`src/eg_pkg.sv`:
```
`default_nettype none

package eg_pkg;

	////////////////////////////////////////////////////////////////////////////
	// envelope states

	localparam int STATE_W = 2; // 2 bits per slot in the state ring

	localparam logic [STATE_W-1:0] ST_ATTACK  = 2'd0;
	localparam logic [STATE_W-1:0] ST_DECAY1  = 2'd1; // down to sustain level
	localparam logic [STATE_W-1:0] ST_DECAY2  = 2'd2; // sustain slope
	localparam logic [STATE_W-1:0] ST_RELEASE = 2'd3; // after key off, also idle

	////////////////////////////////////////////////////////////////////////////
	// widths

	// attenuation, 1 lsb ~ 0.094 dB
	localparam int EG_W   = 10;
	localparam int RATE_W = 6;  // effective rate 0..63
	localparam int CFG_W  = 5;  // configured rate before key scaling
	localparam int CNT_W  = 15; // global envelope counter

	// full attenuation, also the idle level
	localparam logic [EG_W-1:0] EG_MAX = 10'd1023;

	////////////////////////////////////////////////////////////////////////////
	// pipeline

	// register stages from slot inputs to level write-back
	// ring delay = NUM_SLOTS - PIPE_DEPTH
	localparam int PIPE_DEPTH = 5;

endpackage

`default_nettype wire

```
`src/eg_counter.sv`:
```
`timescale 1ns/1ns
`default_nettype none

// global envelope counter, one tick every three samples
module eg_counter (
	input  logic                     clk,
	input  logic                     rst,
	input  logic                     zero,   // one pulse per sample, slot 0
	output logic [eg_pkg::CNT_W-1:0] eg_cnt
);

	logic [1:0] pre; // mod-3 prescaler

	always_ff @(posedge clk) begin
		if (rst) begin
			pre    <= 2'd0;
			eg_cnt <= '0;
		end else if (zero) begin
			// third sample pulse
			if (pre == 2'd2) begin
				pre    <= 2'd0;
				eg_cnt <= eg_cnt + 1'b1; // free running, wraps
			end else begin
				pre <= pre + 1'b1;
			end
		end
	end

endmodule

`default_nettype wire

```
`src/eg_delay.sv`:
```
`timescale 1ns/1ns
`default_nettype none

// plain shift register, used for the slot rings and input alignment
module eg_delay #(
	parameter int WIDTH  = 1,
	parameter int STAGES = 1
) (
	input  logic             clk,
	input  logic             rst,
	input  logic [WIDTH-1:0] rst_val, // loaded into every entry during reset
	input  logic [WIDTH-1:0] din,
	output logic [WIDTH-1:0] dout
);

	logic [WIDTH-1:0] sr [STAGES];

	always_ff @(posedge clk) begin
		if (rst) begin
			for (int i = 0; i < STAGES; i++) sr[i] <= rst_val; // flush whole ring
		end else begin
			for (int i = STAGES-1; i > 0; i--) sr[i] <= sr[i-1];
			sr[0] <= din;
		end
	end

	assign dout = sr[STAGES-1]; // oldest entry

endmodule

`default_nettype wire

```
`src/eg_rate.sv`:
```
`timescale 1ns/1ns
`default_nettype none

// stages 2 to 4: effective rate, counter bits and step decision
module eg_rate (
	input  logic                       clk,
	input  logic [eg_pkg::STATE_W-1:0] state_in,
	input  logic [eg_pkg::CFG_W-1:0]   cfg,
	input  logic [1:0]                 ks,       // key scale, aligned to cfg
	input  logic [4:0]                 keycode,
	input  logic [eg_pkg::CNT_W-1:0]   eg_cnt,
	input  logic                       cnt_last, // counter lsb from last visit
	output logic [eg_pkg::RATE_W-1:0]  rate,
	output logic                       step,
	output logic                       sum_up,
	output logic                       cnt_lsb,
	output logic [eg_pkg::STATE_W-1:0] state_out,
	input  logic [eg_pkg::EG_W-1:0]    eg_in,
	output logic [eg_pkg::EG_W-1:0]    eg_pass
);

	logic [6:0]                 pre_rate; // one bit of headroom before clamp
	logic [4:0]                 kc_sh;
	logic [eg_pkg::RATE_W-1:0]  rate_c;
	logic [eg_pkg::RATE_W-1:0]  rate_s2, rate_s3;
	logic [eg_pkg::STATE_W-1:0] state_s2, state_s3;
	logic [eg_pkg::EG_W-1:0]    eg_s2, eg_s3;
	logic [3:0]                 r4;   // rate / 4
	logic [3:0]                 lo;   // lowest counter bit taken
	logic [eg_pkg::CNT_W-1:0]   cnt_shift;
	logic [2:0]                 cnt_s3;
	logic [7:0]                 pattern;
	logic                       step_c;

	////////////////////////////////////////////////////////////////////////////
	// stage 2: rate = 2*cfg + keycode >> (3-ks)

	always_comb begin
		kc_sh    = keycode >> (2'd3 - ks);
		pre_rate = {1'b0, cfg, 1'b0} + {2'b00, kc_sh};
		if (cfg == '0)
			rate_c = '0; // rate 0 stays still whatever the keycode
		else if (pre_rate[6])
			rate_c = 6'd63; // clamp
		else
			rate_c = pre_rate[5:0];
	end

	always_ff @(posedge clk) begin
		rate_s2  <= rate_c;
		state_s2 <= state_in;
		eg_s2    <= eg_in;
	end

	////////////////////////////////////////////////////////////////////////////
	// stage 3: pick 3 counter bits, faster rates look at lower bits

	always_comb begin
		r4 = rate_s2[5:2];
		if (state_s2 == eg_pkg::ST_ATTACK)
			lo = (r4 >= 4'd10) ? 4'd0 : 4'd10 - r4; // attack one bit lower
		else
			lo = (r4 >= 4'd11) ? 4'd0 : 4'd11 - r4;
		cnt_shift = eg_cnt >> lo;
	end

	always_ff @(posedge clk) begin
		cnt_s3   <= cnt_shift[2:0];
		rate_s3  <= rate_s2;
		state_s3 <= state_s2;
		eg_s3    <= eg_s2;
	end

	assign cnt_lsb = cnt_s3[0]; // into the per-slot lsb ring

	////////////////////////////////////////////////////////////////////////////
	// stage 4: step pattern lookup

	always_comb begin
		if (rate_s3[5:4] == 2'b11) begin
			// 48+ here step selects the doubled increment
			if (rate_s3[5:2] == 4'hf && state_s3 == eg_pkg::ST_ATTACK)
				pattern = 8'b1111_1111; // 60..63 attack every time
			else begin
				case (rate_s3[1:0])
					2'd0: pattern = 8'b0000_0000;
					2'd1: pattern = 8'b1000_1000;
					2'd2: pattern = 8'b1010_1010;
					default: pattern = 8'b1110_1110;
				endcase
			end
		end else begin
			case (rate_s3[1:0])
				2'd0: pattern = 8'b1010_1010; // 4 of 8
				2'd1: pattern = 8'b1110_1010; // 5
				2'd2: pattern = 8'b1110_1110; // 6
				default: pattern = 8'b1111_1110; // 7
			endcase
		end
		// rates 0 and 1 never step
		step_c = (rate_s3[5:1] == 5'd0) ? 1'b0 : pattern[cnt_s3];
	end

	always_ff @(posedge clk) begin
		step      <= step_c;
		sum_up    <= cnt_s3[0] != cnt_last; // counter moved since last visit
		rate      <= rate_s3;
		state_out <= state_s3;
		eg_pass   <= eg_s3;
	end

endmodule

`default_nettype wire

```
`src/eg_state.sv`:
```
`timescale 1ns/1ns
`default_nettype none

// stage 1: key edges, state progression and rate select
module eg_state (
	input  logic                       clk,
	input  logic                       rst,
	input  logic                       key_on,
	input  logic                       key_last,  // key_on from this slot's last visit
	input  logic [eg_pkg::STATE_W-1:0] state_in,  // from state ring
	input  logic [eg_pkg::EG_W-1:0]    eg_in,     // from level ring
	input  logic [eg_pkg::CFG_W-1:0]   arate,
	input  logic [eg_pkg::CFG_W-1:0]   d1rate,
	input  logic [eg_pkg::CFG_W-1:0]   d2rate,
	input  logic [3:0]                 rrate,
	input  logic [3:0]                 sl,
	output logic [eg_pkg::STATE_W-1:0] state_out,
	output logic [eg_pkg::CFG_W-1:0]   cfg,
	output logic [eg_pkg::EG_W-1:0]    eg_pass,
	output logic                       pg_rst
);

	logic       key_now; // rising edge of key_on
	logic       key_off; // falling edge
	logic [4:0] sl_lvl;  // sustain level vs top 5 level bits

	assign key_now = key_on & ~key_last;
	assign key_off = ~key_on & key_last;
	assign sl_lvl  = (sl == 4'd15) ? 5'd31 : {1'b0, sl}; // 15 means ~93 dB

	always_ff @(posedge clk) begin
		if (rst) begin
			state_out <= eg_pkg::ST_RELEASE;
			cfg       <= '0;
			pg_rst    <= 1'b0;
		end else begin
			// phase reset on key on, and while fully attenuated
			pg_rst <= key_now | (eg_in == eg_pkg::EG_MAX);
			if (key_off) begin
				state_out <= eg_pkg::ST_RELEASE;
				cfg       <= {rrate, 1'b1}; // release rate is 4 bits
			end else if (key_now) begin
				state_out <= eg_pkg::ST_ATTACK;
				cfg       <= arate;
			end else begin
				case (state_in)
					eg_pkg::ST_ATTACK: begin
						if (eg_in == '0) begin // peak reached
							state_out <= eg_pkg::ST_DECAY1;
							cfg       <= d1rate;
						end else begin
							state_out <= eg_pkg::ST_ATTACK;
							cfg       <= arate;
						end
					end
					eg_pkg::ST_DECAY1: begin
						if (eg_in[eg_pkg::EG_W-1 -: 5] >= sl_lvl) begin
							state_out <= eg_pkg::ST_DECAY2;
							cfg       <= d2rate;
						end else begin
							state_out <= eg_pkg::ST_DECAY1;
							cfg       <= d1rate;
						end
					end
					eg_pkg::ST_DECAY2: begin
						state_out <= eg_pkg::ST_DECAY2;
						cfg       <= d2rate;
					end
					default: begin // release holds until next key on
						state_out <= eg_pkg::ST_RELEASE;
						cfg       <= {rrate, 1'b1};
					end
				endcase
			end
		end
	end

	// level travels along, no change here
	always_ff @(posedge clk) eg_pass <= eg_in;

endmodule

`default_nettype wire

```
`src/eg_step.sv`:
```
`timescale 1ns/1ns
`default_nettype none

// stages 5 and 6 update the level and add total level on the way out
module eg_step (
	input  logic                       clk,
	input  logic [eg_pkg::STATE_W-1:0] state_in,
	input  logic [eg_pkg::RATE_W-1:0]  rate,
	input  logic                       step,
	input  logic                       sum_up,
	input  logic [eg_pkg::EG_W-1:0]    eg_in,
	input  logic [6:0]                 tl,      // aligned to eg_next
	output logic [eg_pkg::EG_W-1:0]    eg_next, // back into the level ring
	output logic [eg_pkg::EG_W-1:0]    eg_out
);

	logic [3:0]              r4;
	logic [2:0]              sh;      // attack shift
	logic [eg_pkg::EG_W-1:0] ar_dec;
	logic [eg_pkg::EG_W-1:0] ar_lvl;
	logic [1:0]              stv;     // step value before scaling
	logic [1:0]              sc;
	logic [4:0]              inc;
	logic [eg_pkg::EG_W:0]   dr_sum;  // carry for saturation
	logic [eg_pkg::EG_W-1:0] dr_lvl;
	logic [eg_pkg::EG_W+1:0] out_sum;

	////////////////////////////////////////////////////////////////////////////
	// attack approaches 0 exponentially

	always_comb begin
		r4 = rate[5:2];
		if (r4 >= 4'd14)
			sh = 3'd2;
		else if (r4 == 4'd13)
			sh = 3'd3;
		else
			sh = 3'd4;
		ar_dec = (eg_in >> sh) + 1'b1; // shifted level plus 1 never overflows
		ar_lvl = (ar_dec >= eg_in) ? '0 : eg_in - ar_dec;
	end

	////////////////////////////////////////////////////////////////////////////
	// decay and release add a linear increment

	always_comb begin
		// from 48 up a step moves by 2 and no step by 1
		if (rate[5:4] == 2'b11)
			stv = {step, ~step};
		else
			stv = {1'b0, step};
		sc     = (r4 <= 4'd12) ? 2'd0 : 2'(r4 - 4'd12); // x1 x2 x4 x8
		inc    = {3'b000, stv} << sc;
		dr_sum = {1'b0, eg_in} + {6'd0, inc};
		dr_lvl = (dr_sum > {1'b0, eg_pkg::EG_MAX}) ? eg_pkg::EG_MAX : dr_sum[eg_pkg::EG_W-1:0];
	end

	always_ff @(posedge clk) begin
		if (!sum_up)
			eg_next <= eg_in; // counter idle for this slot
		else if (state_in == eg_pkg::ST_ATTACK) begin
			if (rate[5:1] == 5'd31)
				eg_next <= '0; // instant attack at 62 and 63
			else if (step)
				eg_next <= ar_lvl;
			else
				eg_next <= eg_in;
		end else
			eg_next <= dr_lvl;
	end

	////////////////////////////////////////////////////////////////////////////
	// total level adds 8 level lsb per tl step

	assign out_sum = {2'b00, eg_next} + {2'b00, tl, 3'b000};

	always_ff @(posedge clk)
		eg_out <= (out_sum > {2'b00, eg_pkg::EG_MAX}) ? eg_pkg::EG_MAX
			: out_sum[eg_pkg::EG_W-1:0];

endmodule

`default_nettype wire

```
`src/eg_top.sv`:
```
`timescale 1ns/1ns
`default_nettype none

// slot-serial envelope generator, one slot per clock
module eg_top #(
	parameter int NUM_SLOTS = 24
) (
	input  logic       clk,
	input  logic       rst,
	input  logic       zero,    // slot 0 marker
	input  logic       key_on,
	input  logic [4:0] arate,
	input  logic [4:0] d1rate,
	input  logic [4:0] d2rate,
	input  logic [3:0] rrate,
	input  logic [3:0] sl,
	input  logic [1:0] ks,
	input  logic [4:0] keycode,
	input  logic [6:0] tl,
	output logic [9:0] eg_out,  // 6 cycles after slot inputs
	output logic       pg_rst   // 1 cycle after slot inputs
);

	localparam int RING = NUM_SLOTS - eg_pkg::PIPE_DEPTH; // level ring depth

	logic [eg_pkg::STATE_W-1:0] state_ring; // ring tail, stage 1
	logic [eg_pkg::EG_W-1:0]    eg_ring;
	logic                       key_last;
	logic                       cnt_last;
	logic [eg_pkg::STATE_W-1:0] s1_state, s4_state;
	logic [eg_pkg::CFG_W-1:0]   s1_cfg;
	logic [eg_pkg::EG_W-1:0]    s1_eg, s4_eg, eg_next;
	logic [1:0]                 ks_d;
	logic [4:0]                 keycode_d;
	logic [6:0]                 tl_d;
	logic [eg_pkg::CNT_W-1:0]   eg_cnt;
	logic [eg_pkg::RATE_W-1:0]  rate;
	logic                       step, sum_up, cnt_lsb;

	////////////////////////////////////////////////////////////////////////////
	// input alignment

	eg_delay #(.WIDTH(2), .STAGES(1)) u_ks_d (
		.clk(clk), .rst(rst), .rst_val(2'd0), .din(ks), .dout(ks_d)
	);

	eg_delay #(.WIDTH(5), .STAGES(1)) u_kc_d (
		.clk(clk), .rst(rst), .rst_val(5'd0), .din(keycode), .dout(keycode_d)
	);

	// tl meets eg_next at stage 5
	eg_delay #(.WIDTH(7), .STAGES(eg_pkg::PIPE_DEPTH)) u_tl_d (
		.clk(clk), .rst(rst), .rst_val(7'd0), .din(tl), .dout(tl_d)
	);

	////////////////////////////////////////////////////////////////////////////
	// pipeline

	eg_counter u_cnt (.clk(clk), .rst(rst), .zero(zero), .eg_cnt(eg_cnt));

	eg_state u_state (
		.clk(clk), .rst(rst), .key_on(key_on), .key_last(key_last),
		.state_in(state_ring), .eg_in(eg_ring),
		.arate(arate), .d1rate(d1rate), .d2rate(d2rate), .rrate(rrate), .sl(sl),
		.state_out(s1_state), .cfg(s1_cfg), .eg_pass(s1_eg), .pg_rst(pg_rst)
	);

	eg_rate u_rate (
		.clk(clk), .state_in(s1_state), .cfg(s1_cfg), .ks(ks_d), .keycode(keycode_d),
		.eg_cnt(eg_cnt), .cnt_last(cnt_last),
		.rate(rate), .step(step), .sum_up(sum_up), .cnt_lsb(cnt_lsb),
		.state_out(s4_state), .eg_in(s1_eg), .eg_pass(s4_eg)
	);

	eg_step u_step (
		.clk(clk), .state_in(s4_state), .rate(rate), .step(step), .sum_up(sum_up),
		.eg_in(s4_eg), .tl(tl_d), .eg_next(eg_next), .eg_out(eg_out)
	);

	////////////////////////////////////////////////////////////////////////////
	// rings, each slot back at stage 1 after NUM_SLOTS cycles

	// level leaves at stage 5
	eg_delay #(.WIDTH(eg_pkg::EG_W), .STAGES(RING)) u_eg_ring (
		.clk(clk), .rst(rst), .rst_val(eg_pkg::EG_MAX), .din(eg_next), .dout(eg_ring)
	);

	// state leaves at stage 4, so one entry more
	eg_delay #(.WIDTH(eg_pkg::STATE_W), .STAGES(RING + 1)) u_st_ring (
		.clk(clk), .rst(rst), .rst_val(eg_pkg::ST_RELEASE),
		.din(s4_state), .dout(state_ring)
	);

	eg_delay #(.WIDTH(1), .STAGES(NUM_SLOTS)) u_key_ring (
		.clk(clk), .rst(rst), .rst_val(1'b0), .din(key_on), .dout(key_last)
	);

	eg_delay #(.WIDTH(1), .STAGES(NUM_SLOTS)) u_lsb_ring ( // per-slot counter lsb
		.clk(clk), .rst(rst), .rst_val(1'b0), .din(cnt_lsb), .dout(cnt_last)
	);

endmodule

`default_nettype wire
```
`config.mk`:
```
export PLATFORM = sky130hd
export DESIGN_NAME = eg_top
export DESIGN_NICKNAME = d
export VERILOG_FILES = /design/src/eg_pkg.sv /design/src/eg_counter.sv /design/src/eg_delay.sv /design/src/eg_rate.sv /design/src/eg_state.sv /design/src/eg_step.sv /design/src/eg_top.sv
export SDC_FILE = /design/constraint.sdc
export NUM_CORES = 1
export LEC_CHECK = 0
export BUFFER_PORTS_ARGS = -buffer_cell sky130_fd_sc_hd__buf_2
export CAP_MARGIN = 5
export CORE_MARGIN = 3
export CORE_UTILIZATION = 55
export DETAILED_ROUTE_END_ITERATION = 10
export PLACE_DENSITY = 0.69
export SYNTH_ARGS = -nofsm -noshare
export SYNTH_HDL_FRONTEND = slang
export SYNTH_HIERARCHICAL = 1
export SYNTH_SLANG_ARGS = --single-unit
```
`constraint.sdc`:
```
create_clock -name clk -period 3.7 [get_ports clk]
set_input_delay 0.555 -clock clk [delete_from_list [all_inputs] [get_ports clk]]
set_output_delay 0.555 -clock clk [all_outputs]
set_load 0.01 [all_outputs]
```
==> results.json, run 1 <==
{
  "portBuffers": 51,
  "grt_max_degree": 68,
  "fill_cells": 2401,
  "synth_cells": 1400,
  "place_inst": 1916,
  "drtPass1Iterations": 5,
  "grt-ovfl-total": 0,
  "coreArea_sq_mm": 0.0311,
  "fin_setup_tns_ns": 0,
  "period_share_pct": 90.8,
  "cts_tree": "yes",
  "syn2layout_area_growth_pct": 12.5,
  "yosysWarnings": 6,
  "drt_iter0_drc": 645,
  "placed_area_sq_mm": 0.0183,
  "maxSlewHeadroom_pct": 51.9,
  "start_util_pct": 56.8,
  "grt_pass1_wl_um": 49200,
  "rows": 64,
  "final_cell_mix": "433 x dfxtp_1, 171 x mux2_4, 159 x conb_1",
  "place.gp.congestion": 0.836,
  "synth.cell_area_sq_mm": 0.0176,
  "wl_met2_um": 13100,
  "maxCapViolations": 0,
  "arrival_ns": 3.77,
  "timing.hold.ws_ns": 0.253,
  "min_to": "u_tl_d/sr[0][5]",
  "slowest_delay_ns": 0.43,
  "worstSetupStartpoint": "u_rate/rate[2]",
  "status": "completed",
  "min-delay-start": "tl[5]",
  "fin_skew_ns": 0.0123,
  "final_common_cell": "dfxtp_1",
  "drive_above_1_share_pct": 31.7,
  "clkTransAtPathRegs_ns": 0.06,
  "die_w_um": 185,
  "crit_required_ns": 4.11,
  "die_h_um": 185,
  "drc": 0,
  "fin_area_sq_mm": 0.0199,
  "wl_per_cell_um": 14.8,
  "p_leak_nw": 8.76,
  "report.final.slew_viol_count": 0,
  "max-clock-path-buffers": 3,
  "postCtsResizedCells": 0,
  "clk_latency_ns": 0.53,
  "r2r_start": "u_rate/rate[2]",
  "hold_violations": 0,
  "regToRegSetupSlack_ns": 0.34,
  "period_minus_slack_ns": 3.36,
  "grt_pass1_vias": 9753,
  "postCtsSetupBuffers": 0,
  "whs_path_depth": 2,
  "wl_um": 29500,
  "slowest_stage": "ha_1",
  "setup.worst_path.class": "reg -> reg",
  "ctsHoldBuffers": 0,
  "cts_inserted_buffers": 44,
  "dr.max_layer_used": "met4",
  "stdcell_count": 1995,
  "cp_num_buf_inv": 1,
  "wl_met1_um": 14600,
  "cts-root-buf": "clkbuf_16",
  "fmax_ghz": 0.298,
  "tightest_slew_ns": 0.718,
  "layout.nets": 1646,
  "path_cells": "buf_4 -> and2b_1 -> a31oi_1 -> o21ai_2 -> nand2_2 -> nor4_2 -> xor2_1 -> ha_1 -> nand4_1 -> nor3_1 -> a21oi_1 -> nand4_1 -> o31ai_4 -> a221o_1",
  "syn_avg_cell_area_sq_um": 12.6,
  "crit_path_max_fanout": 10,
  "ir_drop_mv": 0.380,
  "cts_max_level": 2,
  "crit_top_cell": "nand4_1",
  "worstSetupStartpointType": "flop",
  "met3_length_um": 1180,
  "reg2regPathDepth": 14,
  "powerDensity_mw_per_mm2": 611,
  "timing.rr.end": "u_step/eg_next[2]",
  "vias": 10144,
  "grt.total_usage_pct": 17.3,
  "fp.dieArea_sq_mm": 0.0343,
  "end_kind": "flop",
  "ioPinCount": 52,
  "rsz0062_at_grt": "no",
  "dp_hpwl_um": 19400,
  "cts.sinks": 433,
  "setup_viol": 0,
  "fin_util_pct": 63.9,
  "antenna_left": 0,
  "grt_antenna_before_repair": 1,
  "hp-class": "in -> reg",
  "crit_family": "simple AND/OR/NAND/NOR gates",
  "routed_via_density": 5.08
}
sequential cells by signal (all words and copies together) (netlist names), 6 cells and up:
register         flops
u_rate/eg_s2        10
u_step/eg_next      10
u_step/eg_out       10
u_rate/eg_pass      10
u_lsb_ring/sr       24
u_cnt/eg_cnt        15
u_rate/rate_s3       6
u_rate/rate_s2       6
u_rate/eg_s3        10
u_st_ring/sr        40
u_key_ring/sr       24
u_tl_d/sr           35
u_state/eg_pass     10
u_eg_ring/sr       190
cell type report:
| class | instances | area, sq um | share of cell area, % |
|---|---|---|---|
| Antenna cell | 1 | 2.50 | 0.0126 |
| Clock buffer | 62 | 1300 | 6.55 |
| Clock inverter | 16 | 209 | 1.05 |
| Inverter | 28 | 105 | 0.529 |
| Multi-Input combinational cell | 996 | 8640 | 43.5 |
| Sequential cell | 433 | 8670 | 43.7 |
| Tap cell | 396 | 495 | 2.50 |
| Timing Repair Buffer | 63 | 430 | 2.17 |
stage by stage:
stage | power [mW] | setup slack [ns]
6_report | 12.1 | 0.341
5_1_grt | 12.7 | 0.137
4_1_cts | 12.2 | 0.395
3_5_place_dp | 7.69 | 0.420
3_3_place_gp | 7.67 | 0.508
2_1_floorplan | 7.31 | 0.825
routing by layer:
layer  GRT usage [%]  up-vias
met2            27.0      223
met1            24.8     4747
met4            5.34        0
met5               0        -
li1                -     5128
met3            2.91       46
where the power goes:
group / total [mW] / leakage [nW] / switching (mW) / internal [mW]
Clock: 4.49 / 0.732 / 1.75 / 2.74
Combinational: 2.06 / 4.39 / 1.01 / 1.05
Sequential: 5.57 / 3.64 / 0.320 / 5.25
Total: 12.1 / 8.76 / 3.08 / 9.04
worst max-delay path by stage:
| stage | to | slack [ns] | cells after the start |
|---|---|---|---|
| CTS | u_step/eg_next[2] | 0.39 | 14 |
| global route | u_step/eg_next[7] | 0.14 | 14 |
| floorplan | u_step/eg_next[5] | 0.83 | 15 |
| detailed placement | u_step/eg_next[2] | 0.42 | 14 |
| finish | u_step/eg_next[2] | 0.34 | 14 |
| global placement | u_step/eg_next[5] | 0.51 | 13 |
Power figures use the tool's default switching activity.
==> inputs of run 2 (changes only) <==
- ABC_AREA: unset -> 1
- SLEW_MARGIN: unset -> 5
==> results.json, run 2 <==
{
  "clkTransAtPathRegs_ns": 0.06,
  "crit_required_ns": 4.16,
  "grt.total_usage_pct": 18.7,
  "grt_pass1_vias": 10786,
  "antenna-diode-count": 0,
  "dp_hpwl_um": 20000,
  "wl_um": 29500,
  "report.final.slew_viol_count": 0,
  "ctsHoldBuffers": 0,
  "cts-root-buf": "clkbuf_16",
  "min-delay-start": "keycode[3]",
  "vias": 11870,
  "drc": 0,
  "yosysWarnings": 6,
  "fp.dieArea_sq_mm": 0.0318,
  "r2r_start": "u_rate/rate[2]",
  "worstSetupStartpointType": "flop",
  "fmax_ghz": 0.305,
  "cts_inserted_buffers": 43,
  "fin_skew_ns": 0.0107,
  "top_register": "u_eg_ring/sr",
  "powerDensity_mw_per_mm2": 644,
  "portBuffers": 51,
  "worstSetupStartpoint": "u_rate/rate[2]",
  "ioPinCount": 52,
  "largest_registers": "u_eg_ring/sr x190, u_st_ring/sr x40, u_tl_d/sr x35",
  "fin_setup_tns_ns": 0,
  "postCtsSetupBuffers": 0,
  "grt_pass1_wl_um": 49900,
  "wl_per_cell_um": 11.8,
  "arrival_ns": 3.73,
  "place_inst": 2430,
  "crit_path_max_fanout": 9,
  "end_kind": "flop",
  "grt-ovfl-total": 0,
  "syn2layout_area_growth_pct": 9.89,
  "rsz0062_at_grt": "no",
  "place.gp.congestion": 0.914,
  "postCtsResizedCells": 0,
  "cts_tree": "yes",
  "setup.worst_path.class": "reg -> reg",
  "clk_latency_ns": 0.53,
  "final_common_cell": "nand2_1",
  "final_cell_mix": "885 x nand2_1, 433 x dfxtp_1, 160 x inv_1",
  "period_minus_slack_ns": 3.27,
  "drt_iter0_drc": 756,
  "cts_max_level": 2,
  "hold_violations": 0,
  "layout.nets": 2171,
  "drtPass1Iterations": 8,
  "tightest_slew_ns": 0.642,
  "largest_reg_flops": 190,
  "max-clock-path-buffers": 3,
  "cts.sinks": 433,
  "grt_antenna_before_repair": 0,
  "rows": 62,
  "die_w_um": 178,
  "antenna_left": 0,
  "routed_via_density": 4.74,
  "stdcell_count": 2506,
  "maxCapViolations": 0,
  "synth_cells": 2046,
  "ir_drop_mv": 0.354,
  "synth.cell_area_sq_mm": 0.0163,
  "start_util_pct": 56.3,
  "drive_above_1_share_pct": 10.4,
  "period_share_pct": 88.5,
  "maxSlewHeadroom_pct": 57.1,
  "status": "completed",
  "hp-class": "in -> reg",
  "p_leak_nw": 9.28,
  "die_h_um": 178,
  "syn_avg_cell_area_sq_um": 7.98,
  "grt_max_degree": 64,
  "coreArea_sq_mm": 0.0290,
  "setup_viol": 0
}
## run 2: power breakdown
group	internal [mW]	switching, mW
sequential	5.26	0.308
clock	2.50	1.74
combinational	0.647	1.11
total	8.41	3.15
## run 2: worst paths after layout
check / to / slack, ns / depth (start not counted)
worst max-delay path: u_step/eg_next[9] / 0.43 / 20
worst min-delay path: u_kc_d/sr[0][3] / 0.21 / 3
worst max register to register: u_step/eg_next[9] / 0.43 / 20
worst min register to register: u_rate/eg_s2[1] / 0.32 / 0
## run 2: cell type report
type / count / area (sq um)
fill: 2520 / 11100
sequential: 433 / 8670
multi-input combinational: 1379 / 6390
clock buffer: 60 / 1240
inverter: 173 / 662
tap: 384 / 480
timing repair buffer: 61 / 330
clock inverter: 16 / 165
## run 2: worst max-delay path, stage by stage, from the launching register on
cell	delay [ns]
dfxtp_1	0.36
o211ai_2	0.44
inv_2	0.13
o211ai_1	0.13
o21ai_2	0.11
inv_1	0.11
ha_1	0.24
nand4_1	0.14
inv_1	0.08
nand2_1	0.06
ha_1	0.35
nand2_1	0.10
nor2_1	0.15
nand3_1	0.09
nand3_1	0.08
nand2_1	0.19
inv_1	0.18
nand2_1	0.07
nand2_1	0.05
nand2_1	0.05
a21oi_1	0.12
## run 2: stage by stage
| stage | setup slack [ns] | hold slack, ns | power [mW] | util (%) | instance area (sq um) |
|---|---|---|---|---|---|
| global route | 0.0391 | 0.205 | 12.2 | 61.8 | 17900 |
| finish | 0.426 | 0.210 | 11.6 | 61.8 | 17900 |
| floorplan | 0.953 | 0.310 | 7.00 | - | 16400 |
| detailed placement | 0.495 | 0.312 | 7.41 | 57.0 | 16500 |
| global placement | 0.542 | 0.310 | 7.38 | 57.0 | 16500 |
| CTS | 0.456 | 0.185 | 11.7 | 61.8 | 17900 |
## run 2: layer usage
metal	track usage (%)	up-vias	part of all wire [%]
met1	26.4	5246	49
met3	3.41	50	5.1
met2	29.1	231	43
li1	-	6343	-
met4	6.27	0	2.4
met5	0	-	0
==> inputs of run 3 (changes only) <==
- clock period: 3.7 -> 3.5 ns (I/O delays scaled with it)
==> results.json, run 3 (synthesis gave the netlist of run 2 again) <==
{
  "cts-root-buf": "clkbuf_16",
  "ctsHoldBuffers": 0,
  "r2r_start": "u_rate/rate[2]",
  "layout.nets": 2175,
  "postCtsSetupBuffers": 0,
  "path_cells": "inv_2 -> nor2_2 -> nand2_4 -> nand2_1 -> o21ai_4 -> o21ai_2 -> inv_1 -> ha_1 -> nand4_1 -> nand2_1 -> ha_1 -> nand2_1 -> nor2_1 -> nand3_1 -> nand3_1 -> nand2_2 -> o21ai_0 -> nand2_1 -> nand2_1 -> nand2_1 -> nand2_1",
  "min-delay-start": "keycode[3]",
  "timing.rr.end": "u_step/eg_next[0]",
  "fp.dieArea_sq_mm": 0.0318,
  "hp-class": "in -> reg",
  "cts.sinks": 433,
  "syn2layout_area_growth_pct": 10.6,
  "largest_reg_flops": 190,
  "regToRegSetupSlack_ns": 0.27,
  "stdcell_count": 2509,
  "worstSetupStartpointType": "flop",
  "fin_setup_tns_ns": 0,
  "wl_um": 29500,
  "cts_max_level": 2,
  "period_minus_slack_ns": 3.23,
  "maxSlewHeadroom_pct": 58.6,
  "slowest_stage": "dfxtp_1",
  "portBuffers": 51,
  "crit_required_ns": 3.97,
  "largest_registers": "u_eg_ring/sr x190, u_st_ring/sr x40, u_tl_d/sr x35",
  "whs_path_depth": 3,
  "fin_area_sq_mm": 0.0181,
  "min_to": "u_kc_d/sr[0][3]",
  "fill_cells": 2590,
  "setup.worst_path.class": "reg -> reg",
  "setup_viol": 0,
  "place.gp.congestion": 0.915,
  "pre_cts_slack_ns": 0.266,
  "report.final.slew_viol_count": 0,
  "dp_hpwl_um": 20200,
  "clk_latency_ns": 0.53,
  "grt_antenna_before_repair": 0,
  "ioPinCount": 52,
  "ir_drop_mv": 0.409,
  "vias": 11899,
  "wl_per_cell_um": 11.7,
  "fin_util_pct": 62.3,
  "drt_iter0_drc": 755,
  "fin_ws_ns": 0.272,
  "p_leak_nw": 9.36,
  "max-clock-path-buffers": 3,
  "drc": 0,
  "tightest_slew_ns": 0.620,
  "antenna_left": 0,
  "totalPowerFinal_mw": 12.3,
  "reg2regPathDepth": 21,
  "place_inst": 2435,
  "grt_max_degree": 132,
  "die_w_um": 178,
  "placed_area_sq_mm": 0.0166,
  "powerDensity_mw_per_mm2": 684,
  "slowest_delay_ns": 0.45,
  "start_util_pct": 56.3,
  "crit_path_max_fanout": 12,
  "crit_top_cell": "nand2_1",
  "hold_violations": 0,
  "fmax_ghz": 0.310,
  "fin_skew_ns": 0.0172,
  "final_cell_mix": "884 x nand2_1, 433 x dfxtp_1, 160 x inv_1",
  "die_h_um": 178,
  "grt-ovfl-total": 0,
  "grt_pass1_wl_um": 50500,
  "status": "completed",
  "coreArea_sq_mm": 0.0290,
  "grt.total_usage_pct": 18.9,
  "drtPass1Iterations": 5,
  "cts_tree": "yes",
  "maxCapViolations": 0,
  "final_common_cell": "nand2_1",
  "end_kind": "flop",
  "timing.hold.ws_ns": 0.189,
  "grt_pass1_vias": 10968,
  "drive_above_1_share_pct": 10.7,
  "routed_via_density": 4.74,
  "arrival_ns": 3.70,
  "top_register": "u_eg_ring/sr",
  "period_share_pct": 92.2,
  "antenna-diode-count": 0,
  "clkTransAtPathRegs_ns": 0.06,
  "cts_inserted_buffers": 42,
  "rows": 62
}
## run 3: cell count changes in the layout (fill, tap and decap cells not counted), sizes merged
cell      before  now
bufinv         2    5
clkinvlp       4    1
inv          172  170
buf           61   66
clkinv        11   14
clkbuf        60   57
## run 3: final cells by class
type / instances / area [sq um] / share of cell area [%]
flip-flops and latches: 433 / 8670 / 48.0
well taps: 384 / 480 / 2.66
multi-input cells: 1379 / 6410 / 35.5
clock inverters: 17 / 243 / 1.34
inverters: 173 / 662 / 3.66
clock buffers: 57 / 1210 / 6.69
repair buffers: 66 / 393 / 2.17
## run 3: routing by layer
layer,track usage [%],up-vias,part of all wire [%]
met1,26.2,5230,48
met4,6.49,0,2.8
li1,-,6353,-
met3,3.00,66,4.8
met2,30.0,250,44
met5,0,-,0
## run 3: power breakdown
| part | internal (mW) | switching (mW) |
|---|---|---|
| clock | 2.80 | 1.80 |
| sequential | 5.56 | 0.321 |
| combinational | 0.698 | 1.17 |
| total | 9.06 | 3.29 |
## run 3: worst max-delay path: cells and delay by family (launching register included)
kind            cells  cell delay (ns)
simple gates       14             1.48
fa+ha+maj           2             0.59
compound gates      3             0.48
flops               1             0.45
buf+inv             2             0.17
## run 3: worst max-delay path by stage
stage / start / end / cells after the start / slack (ns)
final: u_rate/rate[2] / u_step/eg_next[0] / 21 / 0.27
after global routing: u_rate/rate[2] / u_step/eg_next[6] / 21 / -0.03
after CTS: u_rate/rate[2] / u_step/eg_next[0] / 20 / 0.25
after detailed placement: u_rate/rate[2] / u_step/eg_next[6] / 20 / 0.27
after global placement: u_rate/rate[2] / u_step/eg_next[9] / 20 / 0.35
after floorplan: u_rate/rate[2] / u_step/eg_next[6] / 21 / 0.75
## run 3: what timing repair did
action,in CTS,in global routing
gates resized for setup,0,3
setup endpoints to repair,0,10
endpoints found under the hold margin,0,0
